$ cat src/img_pkg.sv
`default_nettype none

package img_pkg;

    typedef logic [11:0] pixel_t;    // One sensor sample.
    typedef logic [17:0] stat_cnt_t; // Highlight or shadow pixel count.

    // Exposure thresholds, inclusive at both ends.
    localparam pixel_t HIGHLIGHT_LEVEL = 12'hF00;
    localparam pixel_t SHADOW_LEVEL    = 12'h0FF;

    // Command opcodes.
    typedef enum logic {
        OP_CAPTURE = 1'b0,
        OP_READOUT = 1'b1
    } cmd_op_t;

    typedef enum logic [1:0] {
        CTRL_IDLE    = 2'd0, // Ready for a command.
        CTRL_ARM     = 2'd1, // Waiting for the next frame start.
        CTRL_CAPTURE = 2'd2,
        CTRL_READOUT = 2'd3
    } ctrl_state_t;

endpackage

`default_nettype wire

$ cat src/mem_rd_if.sv
`timescale 1ns/1ps
`default_nettype none

interface mem_rd_if import img_pkg::*; #(
    parameter int IMG_W_MAX = 16,
    parameter int IMG_H_MAX = 8
);
    localparam int ADDR_W = $clog2(IMG_W_MAX * IMG_H_MAX);

    logic              rd_en;
    logic              rd_block;
    logic [ADDR_W-1:0] rd_addr;
    pixel_t            rd_data;  // Valid one cycle after rd_en, held until the next read.

    modport src (output rd_en, rd_block, rd_addr, input rd_data);
    modport dst (input rd_en, rd_block, rd_addr, output rd_data);

endinterface

`default_nettype wire

$ cat src/pix_wr_if.sv
`timescale 1ns/1ps
`default_nettype none

interface pix_wr_if import img_pkg::*; #(
    parameter int IMG_W_MAX = 16,
    parameter int IMG_H_MAX = 8
);
    localparam int ADDR_W = $clog2(IMG_W_MAX * IMG_H_MAX);

    logic              wr_en;
    logic              wr_block;
    logic [ADDR_W-1:0] wr_addr;  // Line * IMG_W_MAX + column.
    pixel_t            wr_data;

    modport src (output wr_en, wr_block, wr_addr, wr_data);
    modport dst (input wr_en, wr_block, wr_addr, wr_data);

endinterface

`default_nettype wire

$ cat src/img_controller.sv
`timescale 1ns/1ps
`default_nettype none

module img_controller import img_pkg::*; #(
    parameter int IMG_W_MAX = 16,
    parameter int IMG_H_MAX = 8
) (
    input  logic                               ice_img_clk16mhz,
    input  logic                               arst_n,
    input  logic                               cmd_valid,
    input  cmd_op_t                            cmd_op,
    input  logic                               cmd_block,
    output logic                               cmd_ready,
    input  pixel_t                             img_d,
    input  logic                               img_fv,
    input  logic                               img_lv,
    output logic                               capture_done,
    output logic [$clog2(IMG_W_MAX + 1)-1:0]   img_width,
    output logic [$clog2(IMG_H_MAX + 1)-1:0]   img_height,
    output stat_cnt_t                          highlight_count,
    output stat_cnt_t                          shadow_count,
    input  logic                               pix_ready,
    output logic                               pix_valid,
    output pixel_t                             pix_data,
    output logic                               pix_last
);
    localparam int W_W = $clog2(IMG_W_MAX + 1);
    localparam int H_W = $clog2(IMG_H_MAX + 1);

    ctrl_state_t    state;
    ctrl_state_t    state_nxt;
    logic           cur_block;
    logic [W_W-1:0] blk_width [2];  // Size last captured into each block.
    logic [H_W-1:0] blk_height [2];
    logic           accept;
    logic           frame_start;
    logic           frame_end;
    logic           ro_done;

    pix_wr_if #(.IMG_W_MAX(IMG_W_MAX), .IMG_H_MAX(IMG_H_MAX)) pix_wr ();
    mem_rd_if #(.IMG_W_MAX(IMG_W_MAX), .IMG_H_MAX(IMG_H_MAX)) mem_rd ();

    assign accept = cmd_valid && cmd_ready;

    always_comb begin
        state_nxt = state;
        case (state)
            CTRL_IDLE:    if (accept) state_nxt = (cmd_op == OP_CAPTURE) ? CTRL_ARM : CTRL_READOUT;
            CTRL_ARM:     if (frame_start) state_nxt = CTRL_CAPTURE;
            CTRL_CAPTURE: if (frame_end) state_nxt = CTRL_IDLE;
            CTRL_READOUT: if (ro_done) state_nxt = CTRL_IDLE;
            default:      state_nxt = CTRL_IDLE;
        endcase
    end

    always_ff @(posedge ice_img_clk16mhz or negedge arst_n) begin
        if (!arst_n) begin
            state         <= CTRL_IDLE;
            cmd_ready     <= 1'b0;
            capture_done  <= 1'b0;
            cur_block     <= 1'b0;
            blk_width[0]  <= '0;
            blk_width[1]  <= '0;
            blk_height[0] <= '0;
            blk_height[1] <= '0;
        end else begin
            state        <= state_nxt;
            cmd_ready    <= (state_nxt == CTRL_IDLE);
            capture_done <= (state == CTRL_CAPTURE) && frame_end;
            if (accept) cur_block <= cmd_block;
            // Receiver size is final by the done pulse.
            if (capture_done) begin
                blk_width[cur_block]  <= img_width;
                blk_height[cur_block] <= img_height;
            end
        end
    end

    img_sensor_rx #(.IMG_W_MAX(IMG_W_MAX), .IMG_H_MAX(IMG_H_MAX)) i_img_sensor_rx (
        .ice_img_clk16mhz (ice_img_clk16mhz),
        .arst_n           (arst_n),
        .start            (accept && cmd_op == OP_CAPTURE),
        .block            (cur_block),
        .img_d            (img_d),
        .img_fv           (img_fv),
        .img_lv           (img_lv),
        .frame_start      (frame_start),
        .frame_end        (frame_end),
        .width            (img_width),
        .height           (img_height),
        .highlight_count  (highlight_count),
        .shadow_count     (shadow_count),
        .wr               (pix_wr.src)
    );

    img_frame_ram #(.IMG_W_MAX(IMG_W_MAX), .IMG_H_MAX(IMG_H_MAX)) i_img_frame_ram (
        .ice_img_clk16mhz (ice_img_clk16mhz),
        .wr               (pix_wr.dst),
        .rd               (mem_rd.dst)
    );

    img_readout #(.IMG_W_MAX(IMG_W_MAX), .IMG_H_MAX(IMG_H_MAX)) i_img_readout (
        .ice_img_clk16mhz (ice_img_clk16mhz),
        .arst_n           (arst_n),
        .start            (accept && cmd_op == OP_READOUT),
        .block            (cur_block),
        .width            (blk_width[cur_block]),
        .height           (blk_height[cur_block]),
        .pix_ready        (pix_ready),
        .done             (ro_done),
        .pix_valid        (pix_valid),
        .pix_data         (pix_data),
        .pix_last         (pix_last),
        .rd               (mem_rd.src)
    );

    // Stream and buffer writes are quiet whenever a new command is taken.
    cmd_only_in_idle: assert property (@(posedge ice_img_clk16mhz) disable iff (!arst_n)
        accept |-> !pix_valid && !pix_wr.wr_en)
        else $error("Command accepted while busy.");

endmodule

`default_nettype wire

$ cat src/img_frame_ram.sv
`timescale 1ns/1ps
`default_nettype none

module img_frame_ram import img_pkg::*; #(
    parameter int IMG_W_MAX = 16,
    parameter int IMG_H_MAX = 8
) (
    input logic   ice_img_clk16mhz,
    pix_wr_if.dst wr,
    mem_rd_if.dst rd
);
    localparam int ADDR_W = $clog2(IMG_W_MAX * IMG_H_MAX);
    localparam int DEPTH  = 2 ** (ADDR_W + 1); // Two blocks, block select on top.

    pixel_t mem [DEPTH];

    // Write port.
    always_ff @(posedge ice_img_clk16mhz) begin
        if (wr.wr_en) begin
            mem[{wr.wr_block, wr.wr_addr}] <= wr.wr_data;
        end
    end

    // Registered read, output holds between reads.
    always_ff @(posedge ice_img_clk16mhz) begin
        if (rd.rd_en) begin
            rd.rd_data <= mem[{rd.rd_block, rd.rd_addr}];
        end
    end

endmodule

`default_nettype wire

$ cat src/img_readout.sv
`timescale 1ns/1ps
`default_nettype none

module img_readout import img_pkg::*; #(
    parameter int IMG_W_MAX = 16,
    parameter int IMG_H_MAX = 8
) (
    input  logic                               ice_img_clk16mhz,
    input  logic                               arst_n,
    input  logic                               start,
    input  logic                               block,
    input  logic [$clog2(IMG_W_MAX + 1)-1:0]   width,
    input  logic [$clog2(IMG_H_MAX + 1)-1:0]   height,
    input  logic                               pix_ready,
    output logic                               done,
    output logic                               pix_valid,
    output pixel_t                             pix_data,
    output logic                               pix_last,
    mem_rd_if.src                              rd
);
    localparam int W_W    = $clog2(IMG_W_MAX + 1);
    localparam int H_W    = $clog2(IMG_H_MAX + 1);
    localparam int ADDR_W = $clog2(IMG_W_MAX * IMG_H_MAX);

    logic           running;     // Reads still to issue.
    logic [W_W-1:0] col;
    logic [H_W-1:0] row;
    logic           rd_pending;  // RAM data lands this cycle.
    logic           rd_last_q;
    logic           out_valid;
    logic           out_last;
    pixel_t         out_data;
    logic           skid_valid;
    logic           skid_last;
    pixel_t         skid_data;
    logic           empty_done;
    logic           empty;
    logic           pop;
    logic           out_free;
    logic           last_addr;
    logic           issue;
    logic [1:0]     level;
    logic           load_out_skid;
    logic           load_out_rd;
    logic           load_skid;

    assign empty     = (width == '0) || (height == '0);
    assign pop       = out_valid && pix_ready;
    assign out_free  = !out_valid || pop;
    assign last_addr = (col == width - 1'b1) && (row == height - 1'b1);

    // Issue only if output plus skid can take the data when it returns.
    assign level = {1'b0, out_valid} + {1'b0, skid_valid} + {1'b0, rd_pending} - {1'b0, pop};
    assign issue = running && !empty && (level <= 2'd1);

    assign load_out_skid = out_free && skid_valid;
    assign load_out_rd   = out_free && !skid_valid && rd_pending;
    assign load_skid     = rd_pending && (load_out_skid || !out_free);

    assign rd.rd_en    = issue;
    assign rd.rd_block = block;
    assign rd.rd_addr  = ADDR_W'(row * IMG_W_MAX + col);

    assign pix_valid = out_valid;
    assign pix_data  = out_data;
    assign pix_last  = out_last;
    assign done      = (pop && out_last) || empty_done;

    always_ff @(posedge ice_img_clk16mhz or negedge arst_n) begin
        if (!arst_n) begin
            running    <= 1'b0;
            col        <= '0;
            row        <= '0;
            rd_pending <= 1'b0;
            rd_last_q  <= 1'b0;
            out_valid  <= 1'b0;
            out_last   <= 1'b0;
            skid_valid <= 1'b0;
            empty_done <= 1'b0;
        end else begin
            rd_pending <= issue;
            rd_last_q  <= issue && last_addr;
            empty_done <= running && empty; // Zero-size frame, nothing to send.

            if (start) begin
                running <= 1'b1;
                col     <= '0;
                row     <= '0;
            end else if (issue) begin
                if (last_addr) running <= 1'b0;
                if (col == width - 1'b1) begin
                    col <= '0;
                    row <= row + 1'b1;
                end else begin
                    col <= col + 1'b1;
                end
            end else if (running && empty) begin
                running <= 1'b0;
            end

            if (out_free) out_valid <= skid_valid || rd_pending;
            if (load_out_skid) out_last <= skid_last;
            else if (load_out_rd) out_last <= rd_last_q;

            if (load_skid) skid_valid <= 1'b1;
            else if (out_free) skid_valid <= 1'b0;
        end
    end

    always_ff @(posedge ice_img_clk16mhz) begin
        if (load_out_skid) out_data <= skid_data;
        else if (load_out_rd) out_data <= rd.rd_data;

        if (load_skid) begin
            skid_data <= rd.rd_data;
            skid_last <= rd_last_q;
        end
    end

    pix_hold: assert property (@(posedge ice_img_clk16mhz) disable iff (!arst_n)
        pix_valid && !pix_ready |=> pix_valid && $stable(pix_data))
        else $error("Stream beat changed while stalled.");

endmodule

`default_nettype wire

$ cat src/img_sensor_rx.sv
`timescale 1ns/1ps
`default_nettype none

module img_sensor_rx import img_pkg::*; #(
    parameter int IMG_W_MAX = 16,
    parameter int IMG_H_MAX = 8
) (
    input  logic                               ice_img_clk16mhz,
    input  logic                               arst_n,
    input  logic                               start,
    input  logic                               block,
    input  pixel_t                             img_d,
    input  logic                               img_fv,
    input  logic                               img_lv,
    output logic                               frame_start,
    output logic                               frame_end,
    output logic [$clog2(IMG_W_MAX + 1)-1:0]   width,
    output logic [$clog2(IMG_H_MAX + 1)-1:0]   height,
    output stat_cnt_t                          highlight_count,
    output stat_cnt_t                          shadow_count,
    pix_wr_if.src                              wr
);
    localparam int W_W    = $clog2(IMG_W_MAX + 1);
    localparam int ADDR_W = $clog2(IMG_W_MAX * IMG_H_MAX);

    logic           fv_q;
    logic           lv_q;
    logic           armed;
    logic           capturing;
    logic [W_W-1:0] col;        // Stored pixels in the current line.
    logic           line_end;
    logic           take;

    assign frame_start = armed && img_fv && !fv_q;
    assign frame_end   = capturing && fv_q && !img_fv;
    assign line_end    = capturing && lv_q && !img_lv;

    // Clip anything outside the buffer window.
    assign take = (capturing || frame_start) && img_fv && img_lv &&
                  (col < IMG_W_MAX) && (height < IMG_H_MAX);

    always_ff @(posedge ice_img_clk16mhz or negedge arst_n) begin
        if (!arst_n) begin
            fv_q            <= 1'b0;
            lv_q            <= 1'b0;
            armed           <= 1'b0;
            capturing       <= 1'b0;
            col             <= '0;
            width           <= '0;
            height          <= '0;
            highlight_count <= '0;
            shadow_count    <= '0;
            wr.wr_en        <= 1'b0;
        end else begin
            fv_q     <= img_fv;
            lv_q     <= img_lv;
            wr.wr_en <= take;

            if (start) begin
                armed           <= 1'b1; // Ignore any frame already running.
                capturing       <= 1'b0;
                col             <= '0;
                width           <= '0;
                height          <= '0;
                highlight_count <= '0;
                shadow_count    <= '0;
            end else begin
                if (frame_start) begin
                    armed     <= 1'b0;
                    capturing <= 1'b1;
                end else if (frame_end) begin
                    capturing <= 1'b0;
                end

                if (line_end) begin
                    col <= '0;
                    if (height < IMG_H_MAX) begin
                        width  <= col;
                        height <= height + 1'b1;
                    end
                end else if (take) begin
                    col <= col + 1'b1;
                end

                if (take && img_d >= HIGHLIGHT_LEVEL) highlight_count <= highlight_count + 1'b1;
                if (take && img_d <= SHADOW_LEVEL) shadow_count <= shadow_count + 1'b1;
            end
        end
    end

    always_ff @(posedge ice_img_clk16mhz) begin
        wr.wr_block <= block;
        wr.wr_addr  <= ADDR_W'(height * IMG_W_MAX + col);
        wr.wr_data  <= img_d;
    end

    // Back-to-back writes belong to one line and land on neighbouring words.
    wr_addr_step: assert property (@(posedge ice_img_clk16mhz) disable iff (!arst_n)
        wr.wr_en && $past(wr.wr_en) |-> wr.wr_addr == $past(wr.wr_addr) + 1'b1)
        else $error("Pixel writes within a line are not consecutive.");

endmodule

`default_nettype wire

$ cat src/img_top.sv
`timescale 1ns/1ps
`default_nettype none

module img_top import img_pkg::*; #(
    parameter int IMG_W_MAX = 16,
    parameter int IMG_H_MAX = 8
) (
    input  logic                               ice_img_clk16mhz,
    input  logic                               arst_n,
    // Command channel.
    input  logic                               cmd_valid,
    input  cmd_op_t                            cmd_op,
    input  logic                               cmd_block,
    output logic                               cmd_ready,
    // Sensor.
    input  pixel_t                             img_d,
    input  logic                               img_fv,
    input  logic                               img_lv,
    // Pixel stream.
    output logic                               pix_valid,
    output pixel_t                             pix_data,
    output logic                               pix_last,
    input  logic                               pix_ready,
    // Status.
    output logic                               capture_done,
    output logic [$clog2(IMG_W_MAX + 1)-1:0]   img_width,
    output logic [$clog2(IMG_H_MAX + 1)-1:0]   img_height,
    output stat_cnt_t                          highlight_count,
    output stat_cnt_t                          shadow_count
);

    img_controller #(.IMG_W_MAX(IMG_W_MAX), .IMG_H_MAX(IMG_H_MAX)) i_img_controller (
        .ice_img_clk16mhz (ice_img_clk16mhz),
        .arst_n           (arst_n),
        .cmd_valid        (cmd_valid),
        .cmd_op           (cmd_op),
        .cmd_block        (cmd_block),
        .cmd_ready        (cmd_ready),
        .img_d            (img_d),
        .img_fv           (img_fv),
        .img_lv           (img_lv),
        .capture_done     (capture_done),
        .img_width        (img_width),
        .img_height       (img_height),
        .highlight_count  (highlight_count),
        .shadow_count     (shadow_count),
        .pix_ready        (pix_ready),
        .pix_valid        (pix_valid),
        .pix_data         (pix_data),
        .pix_last         (pix_last)
    );

endmodule

`default_nettype wire

$ cat config.mk
export PLATFORM = sky130hd
export DESIGN_NAME = img_top
export DESIGN_NICKNAME = d
export VERILOG_FILES = /design/src/img_pkg.sv /design/src/mem_rd_if.sv /design/src/pix_wr_if.sv /design/src/img_controller.sv /design/src/img_frame_ram.sv /design/src/img_readout.sv /design/src/img_sensor_rx.sv /design/src/img_top.sv
export SDC_FILE = /design/constraint.sdc
export NUM_CORES = 2
export LEC_CHECK = 0
export ABC_AREA = 1
export BUFFER_PORTS_ARGS = -buffer_cell sky130_fd_sc_hd__buf_2
export CAP_MARGIN = 40
export CELL_PAD_IN_SITES_DETAIL_PLACEMENT = 1
export CELL_PAD_IN_SITES_GLOBAL_PLACEMENT = 2
export CORE_MARGIN = 2
export CORE_UTILIZATION = 40
export CTS_CLUSTER_DIAMETER = 80
export DETAILED_ROUTE_END_ITERATION = 7
export MAX_ROUTING_LAYER = met4
export PLACE_DENSITY_LB_ADDON = 0.3
export SLEW_MARGIN = 40
export SYNTH_ARGS = -nofsm -noshare
export SYNTH_HDL_FRONTEND = slang
export SYNTH_HIERARCHICAL = 1
export SYNTH_SLANG_ARGS = --single-unit
$ cat constraint.sdc
create_clock -name ice_img_clk16mhz -period 4.45 [get_ports ice_img_clk16mhz]
set_input_delay 0.445 -clock ice_img_clk16mhz [delete_from_list [all_inputs] [get_ports ice_img_clk16mhz]]
set_output_delay 0.445 -clock ice_img_clk16mhz [all_outputs]
set_load 0.02 [all_outputs]
==> flow_summary.json <==
{
  "cpMostUsedCell": "nand3_1",
  "cts_buffer_depth": 4,
  "rsz0062_at_grt": "no",
  "via_per_inst": 5.630,
  "critPathMaxFanout": 81,
  "place_congestion": 0.8462,
  "grt_max_degree": 157,
  "final_max_slew_viol_count": 0,
  "finalNetCount": 11369,
  "core_area_sq_um": 327700,
  "timing.fmax_mhz": 230.4,
  "outcome": "complete, no violations",
  "cts_buffers": 353,
  "std_cell_rows": 210,
  "synth_cell_types": 41,
  "required_ns": 5.26,
  "grt_pass1_wl_microns": 634100,
  "die_w_microns": 578.1,
  "total_power_mw": 91.61,
  "setup_tns_ns": 0,
  "crit_arrival_ns": 5.15,
  "hold_path.class": "input port to async pin",
  "initial_utilization": 0.4023,
  "cp_slowest_cell": "buf_4",
  "post_cts_buffers": 0,
  "fin_skew_ns": 0.05633,
  "tightest_slew_ns": 0.9045,
  "synth.cell_area_sq_um": 131800,
  "first_iter_violations": 8835,
  "dpl-instance-area_sq_um": 138500,
  "critPathCaptureType": "flop",
  "cts.sinks": 3223,
  "io_pins": 81,
  "setup_viol": 0,
  "dp_hpwl_microns": 254000,
  "clk-insertion-delay-late_ns": 0.96,
  "chipHeight_microns": 578.1,
  "areaGrowthSynthToFinish_pct": 13.73,
  "worst-setup-path-type": "flop to flop",
  "die_area_sq_um": 334100,
  "postLayoutCoreUtil": 0.4575,
  "power_leakage_nw": 53.13,
  "finalCritPeriodShare": 0.9754,
  "cts-root-buf": "clkbuf_16",
  "worstPathCellList": "buf_12 > buf_4 > nand2_1 > nand3_1 > nand3_1 > nand3_1 > nand3_1 > nand3_1 > nand3_1 > nand2_1 > nand2_1 > nand2_1",
  "slew_headroom": 0.3970,
  "synthCells": 11111,
  "routedWlPerCell_microns": 27.10,
  "final_cell_area_sq_um": 149900,
  "syn_area_per_cell_sq_um": 11.86,
  "yosysWarningCount": 6,
  "drive_above_1_share": 0.1010,
  "vias": 90002,
  "grt_pass1_vias": 92282,
  "layout_commonest_cell": "nand2_1",
  "yosysSeqAreaShare": 0.7291,
  "overflow": 0,
  "synth-seq-cells": 3223,
  "cts_tree": "done",
  "totalWireLength_microns": 433300,
  "syn-num-nets": 11146,
  "cap_violations": 0,
  "dr.pass1.iters": 6,
  "grt_usage": 0.2639,
  "cts.htree.levels": 5,
  "mostFrequentLayoutCells": "nand2_1 (3397), edfxtp_1 (3109), nand3_1 (3074), buf_4 (396), clkbuf_16 (361)",
  "hold_violations": 0,
  "cp_slowest_stage_delay_ns": 0.73,
  "port_buffers": 80,
  "pwr_density_cell_nw_per_um2": 611.1,
  "clk_pin_slew_ns": 0.06,
  "ir_drop_mv": 0.4186,
  "remaining_drc_errors": 0,
  "ant_nets": 0,
  "cp_top_family": "simple AND/OR/NAND/NOR gates",
  "layout_min_cycle_time_ns": 4.340,
  "crit_path_start_kind": "flop",
  "antenna_found_initial": 21,
  "worst-path-buf-inv": 2
}
[sequential cells by signal, indices dropped and copies added, names as in the netlist, 5 cells and up]
| name | flops |
|---|---|
| i_img_controller/blk_height | 8 |
| i_img_controller/i_img_sensor_rx/wr.wr_data | 12 |
| i_img_controller/i_img_readout/col | 5 |
| i_img_controller/blk_width | 10 |
| i_img_controller/i_img_frame_ram/mem | 3072 |
| i_img_controller/i_img_sensor_rx/col | 5 |
| i_img_controller/i_img_readout/pix_data | 12 |
| i_img_controller/i_img_frame_ram/rd.rd_data | 12 |
| i_img_controller/i_img_sensor_rx/shadow_count | 18 |
| i_img_controller/i_img_sensor_rx/wr.wr_addr | 7 |
| i_img_controller/i_img_readout/skid_data | 12 |
| i_img_controller/i_img_sensor_rx/highlight_count | 18 |
| i_img_controller/i_img_sensor_rx/width | 5 |
[power by group]
group	total (mW)	internal, mW	switching [mW]
Clock	28.6	16.3	12.3
Combinational	28.8	7.46	21.3
Sequential	34.3	33.6	0.618
Total	91.6	57.4	34.3
[repair_timing]
| item | 4_1_cts | 5_1_grt |
|---|---|---|
| endpoints found under the setup margin | 0 | 0 |
| hold buffers | 21 | 0 |
| resized for setup | 0 | 0 |
| hold endpoints to repair | 92 | 0 |
[worst paths after layout]
check                          cells past startpoint  slack [ns]                                        endpoint                               startpoint
min reg2reg                                        0        0.40  i_img_controller/i_img_sensor_rx/wr.wr_addr[2]  i_img_controller/i_img_sensor_rx/col[2]
max reg2reg                                       12        0.11  i_img_controller/i_img_frame_ram/rd.rd_data[5]    i_img_controller/i_img_readout/col[0]
max in group asynchronous                          3        3.40           i_img_controller/i_img_readout/col[3]                                   arst_n
min in group ice_img_clk16mhz                      2        0.16  i_img_controller/i_img_sensor_rx/wr.wr_data[6]                                 img_d[6]
min                                                2        0.09                                       async pin                                   arst_n
max                                               12        0.11  i_img_controller/i_img_frame_ram/rd.rd_data[5]    i_img_controller/i_img_readout/col[0]
[cell type report]
type	count	area, sq um
clock inverter	195	1680
tap	4346	5438
antenna	20	50.05
inverter	137	555.5
clock buffer	447	9397
timing repair buffer	596	5557
multi-input combinational	7023	31060
fill	34158	177700
sequential	3223	96170
[cells in the mapped netlist (all sizes together)]
master / number / share of area
nand2: 3422 / 0.098
edfxtp: 3109 / 0.71
nand3: 3082 / 0.12
buf: 607 / 0.029
nor2: 359 / 0.011
inv: 135 / 0.0039
clkbuf: 121 / 0.0034
dfrtp: 94 / 0.018
o21ai: 52 / 0.0026
a21oi: 27 / 0.0010
nand4: 23 / 0.0011
dfxtp: 20 / 0.0030
ha: 15 / 0.0014
xor2: 13 / 0.00086
nor3: 8 / 0.00038
nor3b: 6 / 0.00034
o21bai: 6 / 0.00037
nand3b: 3 / 0.00017
clkinv: 2 / 0.000057
o22ai: 2 / 0.000095
o31ai: 2 / 0.00011
and2: 1 / 0.000047
and3: 1 / 0.000047
or2: 1 / 0.000047
[through the flow]
step                hold WS [ns]  cells  setup slack (ns)
floorplan                 0.1494  11111            0.2159
global placement          0.3845  15298            0.3006
detailed placement        0.3957  15301            0.2286
CTS                      0.06837  15964            0.2320
global route              0.1362  15977            0.1111
finish                   0.09402  15987            0.1096
[per-layer routing]
metal	vias up	share of wire	global-route usage
li1	39819	-	-
met1	46635	0.43	0.3521
met2	2916	0.48	0.4237
met3	632	0.059	0.02945
met4	0	0.033	0.08420
met5	-	0	-
[logic make-up (layout without fill, tap and decap cells)]
family                     Yosys count  count (layout)  synth area share
buffers and inverters              865            1375           0.03626
xor gates and xnor gates            13              13         0.0008638
DFF                               3223            3223            0.7291
adders and majority gates           15              15          0.001424
other                                0              20                 0
and+or+nand+nor                   6906            6906            0.2281
AOI/OAI and AO/OA                   89              89          0.004176
Note: power is estimated with default switching activity, not from simulation.
